**config.mk**
```make
export PLATFORM = sky130hd
export DESIGN_NAME = dcache_ctrl
export DESIGN_NICKNAME = d
export VERILOG_FILES = /design/src/logic/dcache_pkg.sv /design/src/logic/dcache_ctrl.sv
export SDC_FILE = /design/constraint.sdc
export NUM_CORES = 1
export LEC_CHECK = 0
export ABC_AREA = 1
export BUFFER_PORTS_ARGS = -buffer_cell sky130_fd_sc_hd__buf_2
export CAP_MARGIN = 25
export CORE_AREA = 3 3 162 164
export CTS_CLUSTER_DIAMETER = 30
export CTS_CLUSTER_SIZE = 8
export DETAILED_ROUTE_END_ITERATION = 6
export DIE_AREA = 0 0 165 167
export PLACE_DENSITY = 0.38
export SYNTH_ARGS = -nofsm -noshare
export SYNTH_HDL_FRONTEND = slang
export SYNTH_SLANG_ARGS = --single-unit
```
**constraint.sdc**
```tcl
create_clock -name clk -period 1.1 [get_ports clk]
set_input_delay 0.165 -clock clk [delete_from_list [all_inputs] [get_ports clk]]
set_output_delay 0.165 -clock clk [all_outputs]
set_load 0.005 [all_outputs]
```
**src/logic/dcache_pkg.sv**
```systemverilog
package dcache_pkg;

	// cache geometry
	localparam int ADDR_W = 32;
	localparam int DATA_W = 64;
	localparam int BUS_W = 32;
	localparam int WAYS = 4;
	localparam int INDEX_W = 4;
	localparam int TAG_W = 22;
	localparam int SLOT_W = 2;
	// byte offset inside a 64-byte line
	localparam int OFFSET_W = ADDR_W - TAG_W - INDEX_W;

	// burst lengths in beats
	localparam int REFILL_LEN = 16;
	localparam int UNCACHED_LEN = 2;

	typedef logic [ADDR_W-1:0] addr_t;
	typedef logic [DATA_W-1:0] data_t;
	typedef logic [DATA_W/8-1:0] strb_t;
	typedef logic [BUS_W-1:0] bus_t;
	typedef logic [TAG_W-1:0] tag_t;
	typedef logic [INDEX_W-1:0] index_t;
	typedef logic [SLOT_W-1:0] slot_t;
	typedef logic [WAYS-1:0] way_t;
	typedef logic [127:0] line_word_t;
	typedef logic [7:0] beat_len_t;

	// everything from here up is device space
	localparam addr_t UNCACHED_BASE = 32'h9000_0000;

	typedef struct packed {
		addr_t addr;
		logic wren;
		data_t wdata;
		strb_t strb;
	} cpu_req_t;

	// len is beats minus one
	typedef struct packed {
		addr_t addr;
		beat_len_t len;
	} ar_req_t;

	typedef struct packed {
		bus_t data;
		logic last;
	} r_beat_t;

	typedef struct packed {
		addr_t addr;
		data_t data;
		strb_t strb;
	} wr_req_t;

	typedef enum logic [1:0] {
		MEM_REFILL,
		MEM_UNCACHED,
		MEM_WRITE
	} mem_kind_t;

	typedef struct packed {
		mem_kind_t kind;
		addr_t addr;
		data_t data;
		strb_t strb;
	} mem_cmd_t;

	typedef struct packed {
		line_word_t word;
		slot_t slot;
	} fill_t;

	typedef enum logic [1:0] {
		ST_IDLE,
		ST_REFILL,
		ST_UNCACHED,
		ST_WRITE
	} ctrl_state_t;

endpackage

```
**src/logic/dcache_ctrl.sv**
```systemverilog
`timescale 1ns/1ps

module dcache_ctrl (
	input  logic                   clk,
	input  logic                   rst,
	input  logic                   req_valid,
	input  dcache_pkg::cpu_req_t   req,
	input  dcache_pkg::way_t       way_hit,
	output logic                   cmd_valid,
	output dcache_pkg::mem_cmd_t   cmd,
	input  logic                   done,
	input  dcache_pkg::data_t      unc_data,
	input  dcache_pkg::data_t      cache_rdata,
	output dcache_pkg::way_t       fill_way,
	output logic                   tag_fill,
	output logic                   tag_inval,
	output logic                   ready,
	output dcache_pkg::data_t      rdata
);

	dcache_pkg::ctrl_state_t state;
	dcache_pkg::way_t victim;
	logic unc_sel;
	logic uncached;
	logic hit;
	logic lookup;

	assign uncached = req.addr >= dcache_pkg::UNCACHED_BASE;
	assign hit = |way_hit;

	// a request is looked at once; the ready cycle itself is skipped
	assign lookup = (state == dcache_pkg::ST_IDLE) && req_valid && !ready;

	// anything but a cached read hit goes to memory
	assign cmd_valid = lookup && (req.wren || uncached || !hit);

	always_comb begin
		if (req.wren) begin
			cmd.kind = dcache_pkg::MEM_WRITE;
		end else if (uncached) begin
			cmd.kind = dcache_pkg::MEM_UNCACHED;
		end else begin
			cmd.kind = dcache_pkg::MEM_REFILL;
		end
		cmd.addr = req.addr;
		cmd.data = req.wdata;
		cmd.strb = req.strb;
	end

	assign tag_inval = lookup && req.wren;
	assign tag_fill = (state == dcache_pkg::ST_REFILL) && done;
	assign fill_way = victim;

	assign rdata = unc_sel ? unc_data : cache_rdata;

	always_ff @(posedge clk) begin
		if (rst) begin
			state <= dcache_pkg::ST_IDLE;
			ready <= 1'b0;
			unc_sel <= 1'b0;
		end else begin
			ready <= 1'b0;
			case (state)
				dcache_pkg::ST_IDLE: begin
					if (cmd_valid) begin
						case (cmd.kind)
							dcache_pkg::MEM_WRITE: state <= dcache_pkg::ST_WRITE;
							dcache_pkg::MEM_UNCACHED: state <= dcache_pkg::ST_UNCACHED;
							default: state <= dcache_pkg::ST_REFILL;
						endcase
					end else if (lookup) begin
						// read hit
						ready <= 1'b1;
						unc_sel <= 1'b0;
					end
				end
				dcache_pkg::ST_REFILL: begin
					// back to idle, the held request then hits
					if (done) begin
						state <= dcache_pkg::ST_IDLE;
					end
				end
				dcache_pkg::ST_UNCACHED: begin
					if (done) begin
						state <= dcache_pkg::ST_IDLE;
						ready <= 1'b1;
						unc_sel <= 1'b1;
					end
				end
				dcache_pkg::ST_WRITE: begin
					if (done) begin
						state <= dcache_pkg::ST_IDLE;
						ready <= 1'b1;
						unc_sel <= 1'b0;
					end
				end
				default: state <= dcache_pkg::ST_IDLE;
			endcase
		end
	end

	// victim pointer rotates while idle, held during a refill
	always_ff @(posedge clk) begin
		if (rst) begin
			victim <= dcache_pkg::way_t'(1);
		end else if (state == dcache_pkg::ST_IDLE) begin
			victim <= {victim[dcache_pkg::WAYS-2:0], victim[dcache_pkg::WAYS-1]};
		end
	end

endmodule

```
==> impl_metrics.ini <==
[setup_path]
worst-endpoint-arrival_ns = 1.17
start_kind = flop
required_ns = 0.94
critical_path.max_stage_delay_ns = 0.43
critical_path_buf_inv_count = 3
worstSetupPathType = reg2out
critical_path.cell_chain = inv_8, clkbuf_16, nand2_1, nand2_1, buf_2
timing.critical_path.fanout_max = 16
crit_path_frequent_cell = sky130_fd_sc_hd__nand2_1
worst_path_dominant_cell_family = flip-flops
end_kind = output pin
slowest_stage = sky130_fd_sc_hd__dfxtp_4

[pwr]
p_int_mw = 1.57
total_leakage_power_nw = 1.84
power-per-cell-area_mw_per_mm2 = 804
switching_power_summed_over_all_nets_mw = 0.928
vdd.ir_drop.worst_uv = 628
pwr-share-comb = 0.599
power_mw = 2.50
switching_share = 0.371
sequentialPowerShare = 0.150
clkPwrFrac = 0.251

[sta]
max_slew.worst_pin.slew_ns = 0.214
rsz0062_at_grt = true
finalSetupViolations = 68
max_slew_margin = 0.857
layout_setup_ws_ns = -0.239
final_hold_viol_count = 0
fmax_mhz = 747
final_period_minus_worst_setup_slack_ns = 1.34
fin_skew_ns = 0.00379
timing.final.crit_share = 1.22
finalSetupTns_ns = -13.41
finalMaxSlewViolations = 0
fin_worst_hold_slack_ns = 0.158

[clock_tree]
cts.sinks = 8
max-clock-path-buffers = 2
insertion_delay_ns = 0.24
clock_tree_from_tritoncts = yes
clock_tree.root_cell = sky130_fd_sc_hd__clkbuf_16
hold_buffers = 0
cts_inserted_buffers = 3
clk_pin_slew_ns = 0.04
cts.htree.levels = 1

[floorplan]
floorplan.initialDensity = 0.0803
fp.dieH_um = 167
std_cell_rows = 58
top_level_ports = 419
design.die.area_mm2 = 0.0276
core_region_area_mm2 = 0.0250
die_width_um = 165

[logic_synthesis]
synth_async_sr_flop_share = 0
synth_most_common_cell = sky130_fd_sc_hd__nand2_1
ys_top_cells_by_area = sky130_fd_sc_hd__buf_4, sky130_fd_sc_hd__nand2_1, sky130_fd_sc_hd__dfxtp_1
synth.top_cell.area_share = 0.392
post_synth.cell_area_avg_um2 = 5.37
synth_enable_flop_cells = 0
synth_common_cells = sky130_fd_sc_hd__nand2_1, sky130_fd_sc_hd__buf_4, sky130_fd_sc_hd__nor2_1
synthesis.instances = 374
ys_seq_elements = 8
synthFlopType = sky130_fd_sc_hd__dfxtp_1
synthDistinctLibCells = 19
synth_area_leader_cell = sky130_fd_sc_hd__buf_4
synth_seq_area_share = 0.0797
synth_fp_nets = 615
yosysWarningCount = 0
syn-cell-area_mm2 = 0.00201

[placement]
place_hpwl_um = 7550
place_area_mm2 = 0.00279
dp.cells = 812
routabilityCongestion = 0.687
dpl_worst_slack_ns = 0.0141
place.port_buffers = 218

[final_layout]
diode_insertion_count_for_antenna_repair = 0
final_net_count = 740
design_area_mm2 = 0.00311
post_route_insts_no_fill = 827
final_layout_size_suffix_gt1_frac = 0.529
areaGrowthSynthToFinish_pct = 54.7
fin_util = 0.124

[global_routing]
all_layer_gr_usage = 0.0584
overflow = 0
pin_count_of_the_biggest_net_entering_global_routing = 38
grt_pass1_vias = 2432
first_pass_grt_wire_length_um = 12700
grt_antenna_before_repair = 0

[routing]
drcViolationCount = 0
drt_first_pass_iters = 4
met2_length_um = 4740
num_vias = 2567
wl_met3_um = 1200
post_drt_antenna_nets = 0
initialDrtViolationCount = 136
postRouteWirelength_um = 10400
routed_length_per_instance_um = 12.6
via_per_inst = 3.10
detail_route.wirelength.met1_um = 3960
topRoutingLayerUsed = met5

[status]
status = finished, violations left
violated_checks = setup timing

[hold_path]
hold_class = in2reg

[run]
max_cap_violations = 0
==> placed cells by master, fill, tap and decap left out, drive strengths merged <==
cell	count
buf	235
nand2	205
nor2	17
inv	10
dfxtp	8
clkbuf	7
nand3	6
o21ai	3
a21oi	2
nor3	1
and3	1
a31oi	1
nand4	1
==> power groups by stage <==
| stage | Sequential (mW) | Clock, mW | Combinational [mW] |
|---|---|---|---|
| detailed placement | 0.366 | 0 | 1.30 |
| floorplan | 0.362 | 0 | 0.850 |
| global route | 0.380 | 0.648 | 1.70 |
| CTS | 0.366 | 0.634 | 1.36 |
| global placement | 0.368 | 0 | 1.30 |
| finish | 0.375 | 0.626 | 1.50 |
==> flip-flops by register name, indices dropped and copies added (netlist names) <==
| register | cells |
|---|---|
| fill_way | 4 |
| state | 2 |
| ready | 1 |
| unc_sel | 1 |
==> layout make-up <==
type | count | area, um^2
clock buffers | 3 | 75.1
inverters | 10 | 47.5
multi-input cells | 237 | 993
well taps | 330 | 413
fillers | 2923 | 21900
repair buffers | 239 | 1410
flip-flops and latches | 8 | 168
==> cell families (layout without fill, tap and decap cells) <==
family,count (synthesis),after routing,synth area share
AO/OA/AOI/OAI,6,6,0.0156
buffers and inverters,129,252,0.445
flip-flops,8,8,0.0797
AND/OR/NAND/NOR,231,231,0.460
==> layer usage <==
metal	GRT usage	vias up
li1	-	1264
met1	0.0606	1053
met2	0.0948	202
met3	0.0291	46
met4	0.0303	2
met5	0.0127	-
==> worst reg2reg max path: cells and delay by family, from the launching register on <==
kind | cells | cell delay, ns
buf+inv | 4 | 0.40
flops | 1 | 0.34
simple gates | 4 | 0.24
==> what timing repair did <==
item,in CTS,in global routing
buffers inserted,5,2
gates cloned,0,5
gates resized for setup,10,17
setup endpoints to repair,67,74
pin swaps,3,4
==> worst paths after layout <==
path                                  start           to  slack (ns)  cells after the start
worst max register to register     state[1]        ready           0                      8
worst min-delay path                    rst        ready        0.16                      2
worst max-delay path                unc_sel    rdata[10]       -0.24                      5
worst min register to register  fill_way[3]  fill_way[0]        0.48                      2
Note: power is estimated with default switching activity, not from simulation.
