<file path="src/logic/dcache_pkg.sv">
package dcache_pkg;

	// cache geometry
	localparam int ADDR_W = 32;
	localparam int DATA_W = 64;
	localparam int BUS_W = 32;
	localparam int WAYS = 4;
	localparam int INDEX_W = 4;
	localparam int TAG_W = 22;
	localparam int SLOT_W = 2;
	// byte offset inside a 64-byte line
	localparam int OFFSET_W = ADDR_W - TAG_W - INDEX_W;

	// burst lengths in beats
	localparam int REFILL_LEN = 16;
	localparam int UNCACHED_LEN = 2;

	typedef logic [ADDR_W-1:0] addr_t;
	typedef logic [DATA_W-1:0] data_t;
	typedef logic [DATA_W/8-1:0] strb_t;
	typedef logic [BUS_W-1:0] bus_t;
	typedef logic [TAG_W-1:0] tag_t;
	typedef logic [INDEX_W-1:0] index_t;
	typedef logic [SLOT_W-1:0] slot_t;
	typedef logic [WAYS-1:0] way_t;
	typedef logic [127:0] line_word_t;
	typedef logic [7:0] beat_len_t;

	// everything from here up is device space
	localparam addr_t UNCACHED_BASE = 32'h9000_0000;

	typedef struct packed {
		addr_t addr;
		logic wren;
		data_t wdata;
		strb_t strb;
	} cpu_req_t;

	// len is beats minus one
	typedef struct packed {
		addr_t addr;
		beat_len_t len;
	} ar_req_t;

	typedef struct packed {
		bus_t data;
		logic last;
	} r_beat_t;

	typedef struct packed {
		addr_t addr;
		data_t data;
		strb_t strb;
	} wr_req_t;

	typedef enum logic [1:0] {
		MEM_REFILL,
		MEM_UNCACHED,
		MEM_WRITE
	} mem_kind_t;

	typedef struct packed {
		mem_kind_t kind;
		addr_t addr;
		data_t data;
		strb_t strb;
	} mem_cmd_t;

	typedef struct packed {
		line_word_t word;
		slot_t slot;
	} fill_t;

	typedef enum logic [1:0] {
		ST_IDLE,
		ST_REFILL,
		ST_UNCACHED,
		ST_WRITE
	} ctrl_state_t;

endpackage

</file>
<file path="src/logic/dcache_mem_port.sv">
`timescale 1ns/1ps

module dcache_mem_port (
	input  logic                   clk,
	input  logic                   rst,
	input  logic                   cmd_valid,
	input  dcache_pkg::mem_cmd_t   cmd,
	output logic                   done,
	output logic                   arvalid,
	output dcache_pkg::ar_req_t    ar,
	input  logic                   arready,
	input  logic                   rvalid,
	input  dcache_pkg::r_beat_t    r,
	output logic                   rready,
	output logic                   wr_valid,
	output dcache_pkg::wr_req_t    wr,
	input  logic                   wr_ready,
	output logic                   fill_valid,
	output dcache_pkg::fill_t      fill,
	output dcache_pkg::data_t      unc_data
);

	logic rd_busy;
	logic is_unc;
	logic beat;
	logic [$clog2(dcache_pkg::REFILL_LEN)-1:0] beat_cnt;
	// earlier beats of the current 128-bit word, newest on top
	logic [$bits(dcache_pkg::line_word_t)-dcache_pkg::BUS_W-1:0] sh;

	assign rready = rd_busy;
	assign beat = rd_busy && rvalid;
	assign done = (beat && r.last) || (wr_valid && wr_ready);

	// every fourth beat completes a word
	assign fill_valid = beat && !is_unc && (beat_cnt[1:0] == 2'b11);
	assign fill.word = {r.data, sh};
	assign fill.slot = dcache_pkg::slot_t'(beat_cnt >> 2);

	always_ff @(posedge clk) begin
		if (rst) begin
			arvalid <= 1'b0;
			rd_busy <= 1'b0;
			wr_valid <= 1'b0;
			is_unc <= 1'b0;
			beat_cnt <= '0;
		end else begin
			if (cmd_valid && cmd.kind != dcache_pkg::MEM_WRITE) begin
				arvalid <= 1'b1;
				rd_busy <= 1'b1;
				is_unc <= cmd.kind == dcache_pkg::MEM_UNCACHED;
				beat_cnt <= '0;
			end else begin
				if (arvalid && arready) begin
					arvalid <= 1'b0;
				end
				if (beat) begin
					beat_cnt <= beat_cnt + 1'b1;
					if (r.last) begin
						rd_busy <= 1'b0;
					end
				end
			end
			if (cmd_valid && cmd.kind == dcache_pkg::MEM_WRITE) begin
				wr_valid <= 1'b1;
			end else if (wr_ready) begin
				wr_valid <= 1'b0;
			end
		end
	end

	always_ff @(posedge clk) begin
		if (cmd_valid) begin
			if (cmd.kind == dcache_pkg::MEM_UNCACHED) begin
				ar.addr <= cmd.addr;
				ar.len <= dcache_pkg::beat_len_t'(dcache_pkg::UNCACHED_LEN - 1);
			end else begin
				// line aligned, whole line
				ar.addr <= cmd.addr &
					~dcache_pkg::addr_t'((dcache_pkg::BUS_W / 8) * dcache_pkg::REFILL_LEN - 1);
				ar.len <= dcache_pkg::beat_len_t'(dcache_pkg::REFILL_LEN - 1);
			end
			wr.addr <= cmd.addr;
			wr.data <= cmd.data;
			wr.strb <= cmd.strb;
		end
		if (beat) begin
			sh <= {r.data, sh[$high(sh):dcache_pkg::BUS_W]};
			if (is_unc && r.last) begin
				// low half arrived on the previous beat
				unc_data <= {r.data, sh[$high(sh) -: dcache_pkg::BUS_W]};
			end
		end
	end

endmodule

</file>
<file path="config.mk">
export PLATFORM = sky130hd
export DESIGN_NAME = dcache_mem_port
export DESIGN_NICKNAME = d
export VERILOG_FILES = /design/src/logic/dcache_pkg.sv /design/src/logic/dcache_mem_port.sv
export SDC_FILE = /design/constraint.sdc
export NUM_CORES = 1
export LEC_CHECK = 0
export BUFFER_PORTS_ARGS = -buffer_cell sky130_fd_sc_hd__buf_2
export CORE_AREA = 3 3 186 188
export CTS_CLUSTER_DIAMETER = 40
export DETAILED_ROUTE_END_ITERATION = 7
export DIE_AREA = 0 0 189 191
export GPL_ROUTABILITY_DRIVEN = 1
export GPL_TIMING_DRIVEN = 0
export PLACE_DENSITY = 0.51
export REMOVE_ABC_BUFFERS = 1
export SYNTH_ARGS = -nofsm -noshare
export SYNTH_HDL_FRONTEND = slang
export SYNTH_SLANG_ARGS = --single-unit
</file>
<file path="constraint.sdc">
create_clock -name clk -period 6.85 [get_ports clk]
set_input_delay 1.0275 -clock clk [delete_from_list [all_inputs] [get_ports clk]]
set_output_delay 1.0275 -clock clk [all_outputs]
set_load 0.01 [all_outputs]
</file>
==> results of run 1 <==
layout make-up:
type	instances	area, um2
clock inverter	32	344.1
fill	3154	20200
clock buffer	47	1112
inverter	3	13.76
sequential	279	8298
multi-input combinational	42	247.7
tap	448	560.5
timing repair buffer	485	2497
antenna	1	2.502
registers in the layout, indices dropped and copies added (netlist names):
name      flops
arvalid       1
ar           33
unc_data     64
rready        1
beat_cnt      4
is_unc        1
wr           78
wr_valid      1
sh           96
synthesized netlist by cell type:
cell,count
nand2b_1,2
mux2i_1,1
clkbuf_1,1
inv_1,3
nor2b_1,3
ha_1,1
a22o_1,1
buf_4,67
dfxtp_1,8
or3_1,1
o21ai_0,2
xnor2_1,1
nor2_1,3
and3_1,1
xor2_1,1
and2_1,6
nand2_1,4
conb_1,2
edfxtp_1,271
nor3_1,3
nand3_1,2
a211oi_2,1
a21oi_1,4
power by group:
group	total (uW)	switching (uW)	internal, uW
Clock	2170	841	1330
Combinational	248	153	95.7
Sequential	1990	29.2	1960
Total	4400	1020	3380
worst max-delay path by stage:
| stage | start | end | slack, ps | depth (start not counted) |
|---|---|---|---|---|
| after floorplan | rvalid | unc_data[0] | 1600 | 3 |
| after global placement | rvalid | unc_data[41] | -920 | 4 |
| after global routing | rvalid | done | 3580 | 5 |
| after CTS | rvalid | done | 3660 | 5 |
| after detailed placement | rvalid | done | 3660 | 5 |
| final | rvalid | done | 3710 | 5 |
metal layers:
layer | share of wire [%] | up-vias | GRT usage [%] | wire length (um)
met1 | 36 | 2533 | 15.53 | 9705
li1 | - | 2364 | - | -
met4 | 3.1 | 10 | 5.328 | 839
met3 | 13 | 67 | 7.262 | 3397
met5 | 0.21 | - | 0 | 58
met2 | 48 | 348 | 23.65 | 13080
kinds of logic (layout without fill, tap and decap cells):
family | count (synthesis) | after routing | share of synthesized area [%]
DFF | 279 | 279 | 91.72
AOI/OAI and AO/OA | 8 | 8 | 0.5670
xor gates and xnor gates | 2 | 2 | 0.1936
other | 2 | 6 | 0.08301
and+or+nand+nor | 25 | 25 | 1.466
buffers and inverters | 71 | 567 | 5.725
adders and majority gates | 1 | 1 | 0.1383
muxes | 1 | 1 | 0.1106
metrics by stage:
stage | hold WS [ps] | util (%) | std cells
after floorplan | 452.4 | - | 324
after global placement | 425.1 | 34.63 | 1254
after detailed placement | 425.9 | 34.91 | 1257
after CTS | 432.9 | 39.28 | 1336
after global routing | 455.7 | 39.28 | 1336
final | 433.0 | 39.29 | 1337
==> impl_metrics.prom, run 1 <==
# TYPE chip_impl_metric gauge
chip_impl_metric{name="dpl.hpwl",unit="mm"} 20.46
chip_impl_metric{name="fin_setup_tns",unit="ps"} 0
chip_impl_info{name="ys_top_cells_by_area",value="edfxtp_1 90%, buf_4 5.6%, dfxtp_1 1.8%"} 1
chip_impl_metric{name="period_needed",unit="ps"} 3144
chip_impl_metric{name="finalHoldViolCount",unit=""} 0
chip_impl_metric{name="grt_pass1_wl",unit="mm"} 37.23
chip_impl_metric{name="setup.reg_to_reg.worst_slack",unit="ps"} 4560
chip_impl_metric{name="placed_cell_area",unit="um2"} 11620
chip_impl_metric{name="cts_buffer_depth",unit=""} 3
chip_impl_metric{name="wirelength",unit="mm"} 27.08
chip_impl_metric{name="route.detailed.vias_per_inst",unit=""} 3.981
chip_impl_metric{name="mappedNetlistArea",unit="um2"} 9047
chip_impl_metric{name="number_of_global_route_vias_before_repair",unit=""} 5421
chip_impl_info{name="worstPathCellList",value="buf_2 > nand2_1 > inv_4 > a22o_1 > buf_2"} 1
chip_impl_metric{name="leakage_power",unit="uW"} 0.005345
chip_impl_metric{name="timing.hold.worst_path_depth",unit=""} 0
chip_impl_metric{name="synthesis.instances",unit=""} 389
chip_impl_info{name="hold_path_startpoint",value="sh[63]"} 1
chip_impl_metric{name="number_of_h_tree_levels",unit=""} 2
chip_impl_info{name="outcome",value="complete, no violations"} 1
chip_impl_info{name="tritoncts",value="yes"} 1
chip_impl_info{name="setup.worst_path.end_class",value="output port"} 1
chip_impl_metric{name="max_freq",unit="MHz"} 318.0
chip_impl_metric{name="worst-slew-pin-transition",unit="ps"} 727.0
chip_impl_metric{name="route.detailed.wl_per_inst",unit="um"} 20.25
chip_impl_metric{name="cp.required",unit="ps"} 5820
chip_impl_metric{name="timing.final.max_slew_violations",unit=""} 0
chip_impl_metric{name="detailroute.via_count",unit=""} 5322
chip_impl_metric{name="clock-sinks",unit=""} 279
chip_impl_metric{name="detail-route-antenna-nets",unit=""} 0
chip_impl_info{name="nature_of_the_critical_path_startpoint",value="primary input"} 1
chip_impl_metric{name="slew-limit-headroom",unit="%"} 51.53
chip_impl_metric{name="post_cts_resize_count",unit=""} 0
chip_impl_metric{name="die_area",unit="um2"} 36100
chip_impl_metric{name="fp.coreArea",unit="um2"} 33280
chip_impl_metric{name="post_cts.repair.setup_buffers",unit=""} 0
chip_impl_metric{name="count_of_buffers_from_port_buffering",unit=""} 482
chip_impl_metric{name="synth-seq-area-share",unit="%"} 91.72
chip_impl_metric{name="post_synthesis_register_bit_count",unit=""} 279
chip_impl_metric{name="number_of_violations_of_the_max_capacitance_limit",unit=""} 0
chip_impl_metric{name="cp_slowest_stage_delay",unit="ps"} 530
chip_impl_metric{name="maximum_number_of_pins_on_one_net_before_global_route_repair",unit=""} 69
chip_impl_info{name="cpMostUsedCell",value="buf_2"} 1
chip_impl_metric{name="synth_top_area_share",unit="%"} 89.95
chip_impl_metric{name="layout_worst_path_cycle_share",unit="%"} 45.90
chip_impl_info{name="highest_count_cells_in_the_layout_ignoring_fill_and_taps",value="481 x buf_2, 271 x edfxtp_1, 44 x clkbuf_16"} 1
chip_impl_info{name="critical-path-slowest-cell",value="inv_4"} 1
chip_impl_metric{name="synth_warnings",unit=""} 0
chip_impl_metric{name="synth_cell_types",unit=""} 23
chip_impl_metric{name="fin_area",unit="um2"} 13080
chip_impl_metric{name="vdd_ir_drop_max",unit="mV"} 0.2038
chip_impl_metric{name="clkSlewWorstSetupHoldPaths",unit="ps"} 50
chip_impl_metric{name="io_pins",unit=""} 488
chip_impl_metric{name="floorplan.initialDensity",unit="%"} 27.19
chip_impl_info{name="worst_r2r_startpoint",value="rready"} 1
chip_impl_metric{name="power_per_cell_area",unit="nW/um2"} 336.5
chip_impl_info{name="critPathTopFamily",value="buffers and inverters"} 1
chip_impl_metric{name="die-height",unit="um"} 191
chip_impl_metric{name="drc",unit=""} 0
chip_impl_metric{name="fp-row-count",unit=""} 67
chip_impl_metric{name="place.gp.congestion",unit=""} 0.7660
chip_impl_metric{name="drt_first_iter_violations",unit=""} 160
chip_impl_metric{name="area_growth_syn_to_layout",unit="%"} 44.53
chip_impl_info{name="synthDominantAreaCellType",value="edfxtp_1"} 1
chip_impl_metric{name="worst-endpoint-arrival",unit="ps"} 2120
chip_impl_metric{name="gr-total-overflow",unit=""} 0
chip_impl_metric{name="antenna_found_initial",unit=""} 6
chip_impl_metric{name="cts-hold-fix-buffers",unit=""} 0
chip_impl_metric{name="die_width",unit="um"} 189
chip_impl_metric{name="setup_viol",unit=""} 0
chip_impl_metric{name="post-place-ws",unit="ps"} 3659
chip_impl_metric{name="clkLatencyLatePin",unit="ps"} 540
chip_impl_info{name="timing_worst_setup_path_type",value="primary input to output port"} 1
chip_impl_metric{name="mean_area_per_synthesized_cell",unit="um2"} 23.26
chip_impl_metric{name="skew",unit="ps"} 9.376
chip_impl_info{name="most_frequent_standard_cell_in_the_layout_excluding_fill_and_tap_cells",value="buf_2"} 1
chip_impl_metric{name="post-route-worst-setup-slack",unit="ps"} 3706
chip_impl_metric{name="cts_buffers",unit=""} 44
chip_impl_metric{name="dr.pass1.iters",unit=""} 4
chip_impl_metric{name="layout-drive-gt1-share",unit="%"} 63.18
chip_impl_info{name="rsz0062_at_grt",value="no"} 1
chip_impl_info{name="holdPathEnd",value="sh[31]"} 1
chip_impl_metric{name="grt_use_total",unit="%"} 14.19
chip_impl_metric{name="critical_path.max_fanout",unit=""} 47
chip_impl_info{name="cts-root-buf",value="clkbuf_16"} 1
chip_impl_metric{name="worstRegToRegCells",unit=""} 4
chip_impl_metric{name="total_power",unit="uW"} 4400
chip_impl_metric{name="final_net_count",unit=""} 1001
chip_impl_info{name="worst_r2r_endpoint",value="unc_data[25]"} 1
chip_impl_info{name="hold_class",value="flip-flop to flip-flop"} 1
chip_impl_metric{name="cp_buf_inv_count",unit=""} 3
Power figures use the tool's default switching activity.
==> run 2: changes to the inputs <==
- CORE_AREA: 3 3 186 188 -> 3 3 189 191
- DIE_AREA: 0 0 189 191 -> 0 0 192 194
- PLACE_DENSITY: 0.51 -> 0.52
- clock period: 6.85 -> 2.7 ns (I/O delays scaled with it)
==> impl_metrics.prom, run 2 (synthesis results as in run 1) <==
# TYPE chip_impl_metric gauge
chip_impl_metric{name="grt_pass1_wl",unit="mm"} 37.76
chip_impl_metric{name="cp.required",unit="ps"} 2300
chip_impl_info{name="tritoncts",value="yes"} 1
chip_impl_metric{name="route.detailed.wl_per_inst",unit="um"} 19.89
chip_impl_metric{name="area_growth_syn_to_layout",unit="%"} 48.29
chip_impl_metric{name="post_cts.repair.setup_buffers",unit=""} 0
chip_impl_metric{name="antenna_found_initial",unit=""} 3
chip_impl_metric{name="cts_buffers",unit=""} 43
chip_impl_metric{name="postLayoutCoreUtil",unit="%"} 39.13
chip_impl_metric{name="largest_reg_flops",unit=""} 96
chip_impl_metric{name="clock-sinks",unit=""} 279
chip_impl_metric{name="drt_first_iter_violations",unit=""} 221
chip_impl_metric{name="number_of_violations_of_the_max_capacitance_limit",unit=""} 0
chip_impl_metric{name="critical_path.max_fanout",unit=""} 49
chip_impl_info{name="worst_r2r_startpoint",value="rready"} 1
chip_impl_metric{name="grt_use_total",unit="%"} 14.00
chip_impl_metric{name="total_power",unit="uW"} 11290
chip_impl_metric{name="die-height",unit="um"} 194
chip_impl_info{name="critical-path-slowest-cell",value="inv_4"} 1
chip_impl_info{name="timing_worst_setup_path_type",value="flip-flop to output port"} 1
chip_impl_metric{name="worstRegToRegCells",unit=""} 4
chip_impl_metric{name="post-place-ws",unit="ps"} 229.3
chip_impl_metric{name="setup.reg_to_reg.worst_slack",unit="ps"} 430
chip_impl_metric{name="layout_worst_path_cycle_share",unit="%"} 87.29
chip_impl_metric{name="fp.coreArea",unit="um2"} 34290
chip_impl_metric{name="fin_setup_tns",unit="ps"} 0
chip_impl_info{name="highest_count_cells_in_the_layout_ignoring_fill_and_taps",value="481 x buf_2, 271 x edfxtp_1, 44 x clkbuf_16"} 1
chip_impl_metric{name="vdd_ir_drop_max",unit="mV"} 0.4684
chip_impl_metric{name="timing.final.max_slew_violations",unit=""} 0
chip_impl_info{name="largest-register",value="sh"} 1
chip_impl_metric{name="clkLatencyLatePin",unit="ps"} 540
chip_impl_metric{name="floorplan.initialDensity",unit="%"} 26.39
chip_impl_metric{name="die_width",unit="um"} 192
chip_impl_metric{name="max_freq",unit="MHz"} 424.3
chip_impl_metric{name="slew-limit-headroom",unit="%"} 52.20
chip_impl_metric{name="dpl.hpwl",unit="mm"} 20.11
chip_impl_info{name="layout_top_registers",value="sh: 96 flops, wr: 78 flops, unc_data: 64 flops"} 1
chip_impl_metric{name="count_of_buffers_from_port_buffering",unit=""} 482
chip_impl_metric{name="timing.hold.worst_path_depth",unit=""} 1
chip_impl_metric{name="final_net_count",unit=""} 1032
chip_impl_metric{name="finalHoldViolCount",unit=""} 0
chip_impl_metric{name="maximum_number_of_pins_on_one_net_before_global_route_repair",unit=""} 65
chip_impl_info{name="nature_of_the_critical_path_startpoint",value="flip-flop"} 1
chip_impl_info{name="critPathTopFamily",value="buffers and inverters"} 1
chip_impl_metric{name="skew",unit="ps"} 11.14
chip_impl_metric{name="dr.pass1.iters",unit=""} 4
chip_impl_metric{name="cp_buf_inv_count",unit=""} 2
chip_impl_info{name="holdPathEnd",value="ar[35]"} 1
chip_impl_metric{name="setup_viol",unit=""} 0
chip_impl_info{name="hold_class",value="primary input to flip-flop"} 1
chip_impl_info{name="outcome",value="complete, no violations"} 1
chip_impl_metric{name="worst-endpoint-arrival",unit="ps"} 1950
chip_impl_metric{name="place.gp.congestion",unit=""} 0.7975
chip_impl_metric{name="cp_slowest_stage_delay",unit="ps"} 540
chip_impl_info{name="worstPathCellList",value="nand2_1 > inv_4 > a22o_1 > buf_2"} 1
chip_impl_metric{name="io_pins",unit=""} 488
chip_impl_metric{name="clkSlewWorstSetupHoldPaths",unit="ps"} 50
chip_impl_info{name="rsz0062_at_grt",value="no"} 1
chip_impl_metric{name="detailroute.via_count",unit=""} 5446
chip_impl_metric{name="cts_buffer_depth",unit=""} 3
chip_impl_info{name="setup.worst_path.end_class",value="output port"} 1
chip_impl_info{name="worst_r2r_endpoint",value="unc_data[57]"} 1
chip_impl_metric{name="die_area",unit="um2"} 37250
chip_impl_metric{name="power_per_cell_area",unit="nW/um2"} 841.1
chip_impl_metric{name="fp-row-count",unit=""} 68
chip_impl_metric{name="layout-drive-gt1-share",unit="%"} 60.39
chip_impl_metric{name="gr-total-overflow",unit=""} 0
chip_impl_metric{name="number_of_global_route_vias_before_repair",unit=""} 5687
chip_impl_metric{name="post-route-worst-setup-slack",unit="ps"} 343.2
chip_impl_metric{name="timing.critical_path.depth",unit=""} 4
chip_impl_info{name="cts-root-buf",value="clkbuf_16"} 1
chip_impl_metric{name="route.detailed.vias_per_inst",unit=""} 3.961
chip_impl_metric{name="hold_ws",unit="ps"} 40.14
chip_impl_metric{name="wirelength",unit="mm"} 27.34
chip_impl_metric{name="worst-slew-pin-transition",unit="ps"} 717.0
chip_impl_info{name="most_frequent_standard_cell_in_the_layout_excluding_fill_and_tap_cells",value="buf_2"} 1
chip_impl_metric{name="number_of_h_tree_levels",unit=""} 2
chip_impl_metric{name="drc",unit=""} 0
chip_impl_metric{name="period_needed",unit="ps"} 2357
chip_impl_info{name="hold_path_startpoint",value="cmd[99]"} 1
chip_impl_metric{name="leakage_power",unit="uW"} 0.005502
chip_impl_metric{name="detail-route-antenna-nets",unit=""} 0
run 2: cell types whose count changed in the layout (fill, tap and decap cells not counted):
cell / delta
inv_6: -3
dlygate4sd3_1: +32
clkinv_1: +3
clkbuf_1: +2
clkinv_4: +6
clkinvlp_4: -7
clkinv_2: +1
inv_16: -1
bufinv_16: +3
inv_8: -5
run 2: report_power, final:
part	switching, uW	leakage (uW)	internal (uW)
clock	2000	0.000710	3580
sequential	76.5	0.00261	4960
combinational	391	0.00219	273
total	2470	0.00550	8820
run 2: timing repair:
| item | in CTS | in global routing |
|---|---|---|
| hold endpoints to repair | 32 | 0 |
| gates resized for setup | 0 | 0 |
| endpoints found under the setup margin | 0 | 0 |
| hold buffers | 32 | 0 |
run 2: per-stage QoR:
step,cells,cell area (um2)
6_report,1375,13420
5_1_grt,1374,13410
4_1_cts,1374,13410
3_5_place_dp,1264,11630
3_3_place_gp,1261,11530
2_1_floorplan,324,8552
run 2: how the worst max path moves through the flow:
stage	to	startpoint	slack, ps
floorplan	unc_data[0]	rready	-1950
global placement	unc_data[24]	rvalid	-4350
detailed placement	unc_data[44]	rvalid	230
CTS	done	rready	240
global route	done	rready	180
finish	done	rready	340
run 2: area by class of cell:
type | count | area [um2]
fill | 3222 | 20870
sequential | 279 | 8298
timing repair buffer | 517 | 2818
tap | 455 | 569.3
inverter | 3 | 13.76
antenna | 1 | 2.502
clock buffer | 49 | 1120
clock inverter | 29 | 347.8
multi-input combinational | 42 | 247.7
run 2: layer usage:
metal / vias to the layer above / wire length (um) / share of wire, % / global-route usage (%)
met5: - / 28 / 0.10 / 0
met4: 4 / 1048 / 3.8 / 6.962
met3: 60 / 3235 / 12 / 5.930
met2: 357 / 13230 / 48 / 23.46
met1: 2598 / 9804 / 36 / 15.11
li1: 2427 / - / - / -
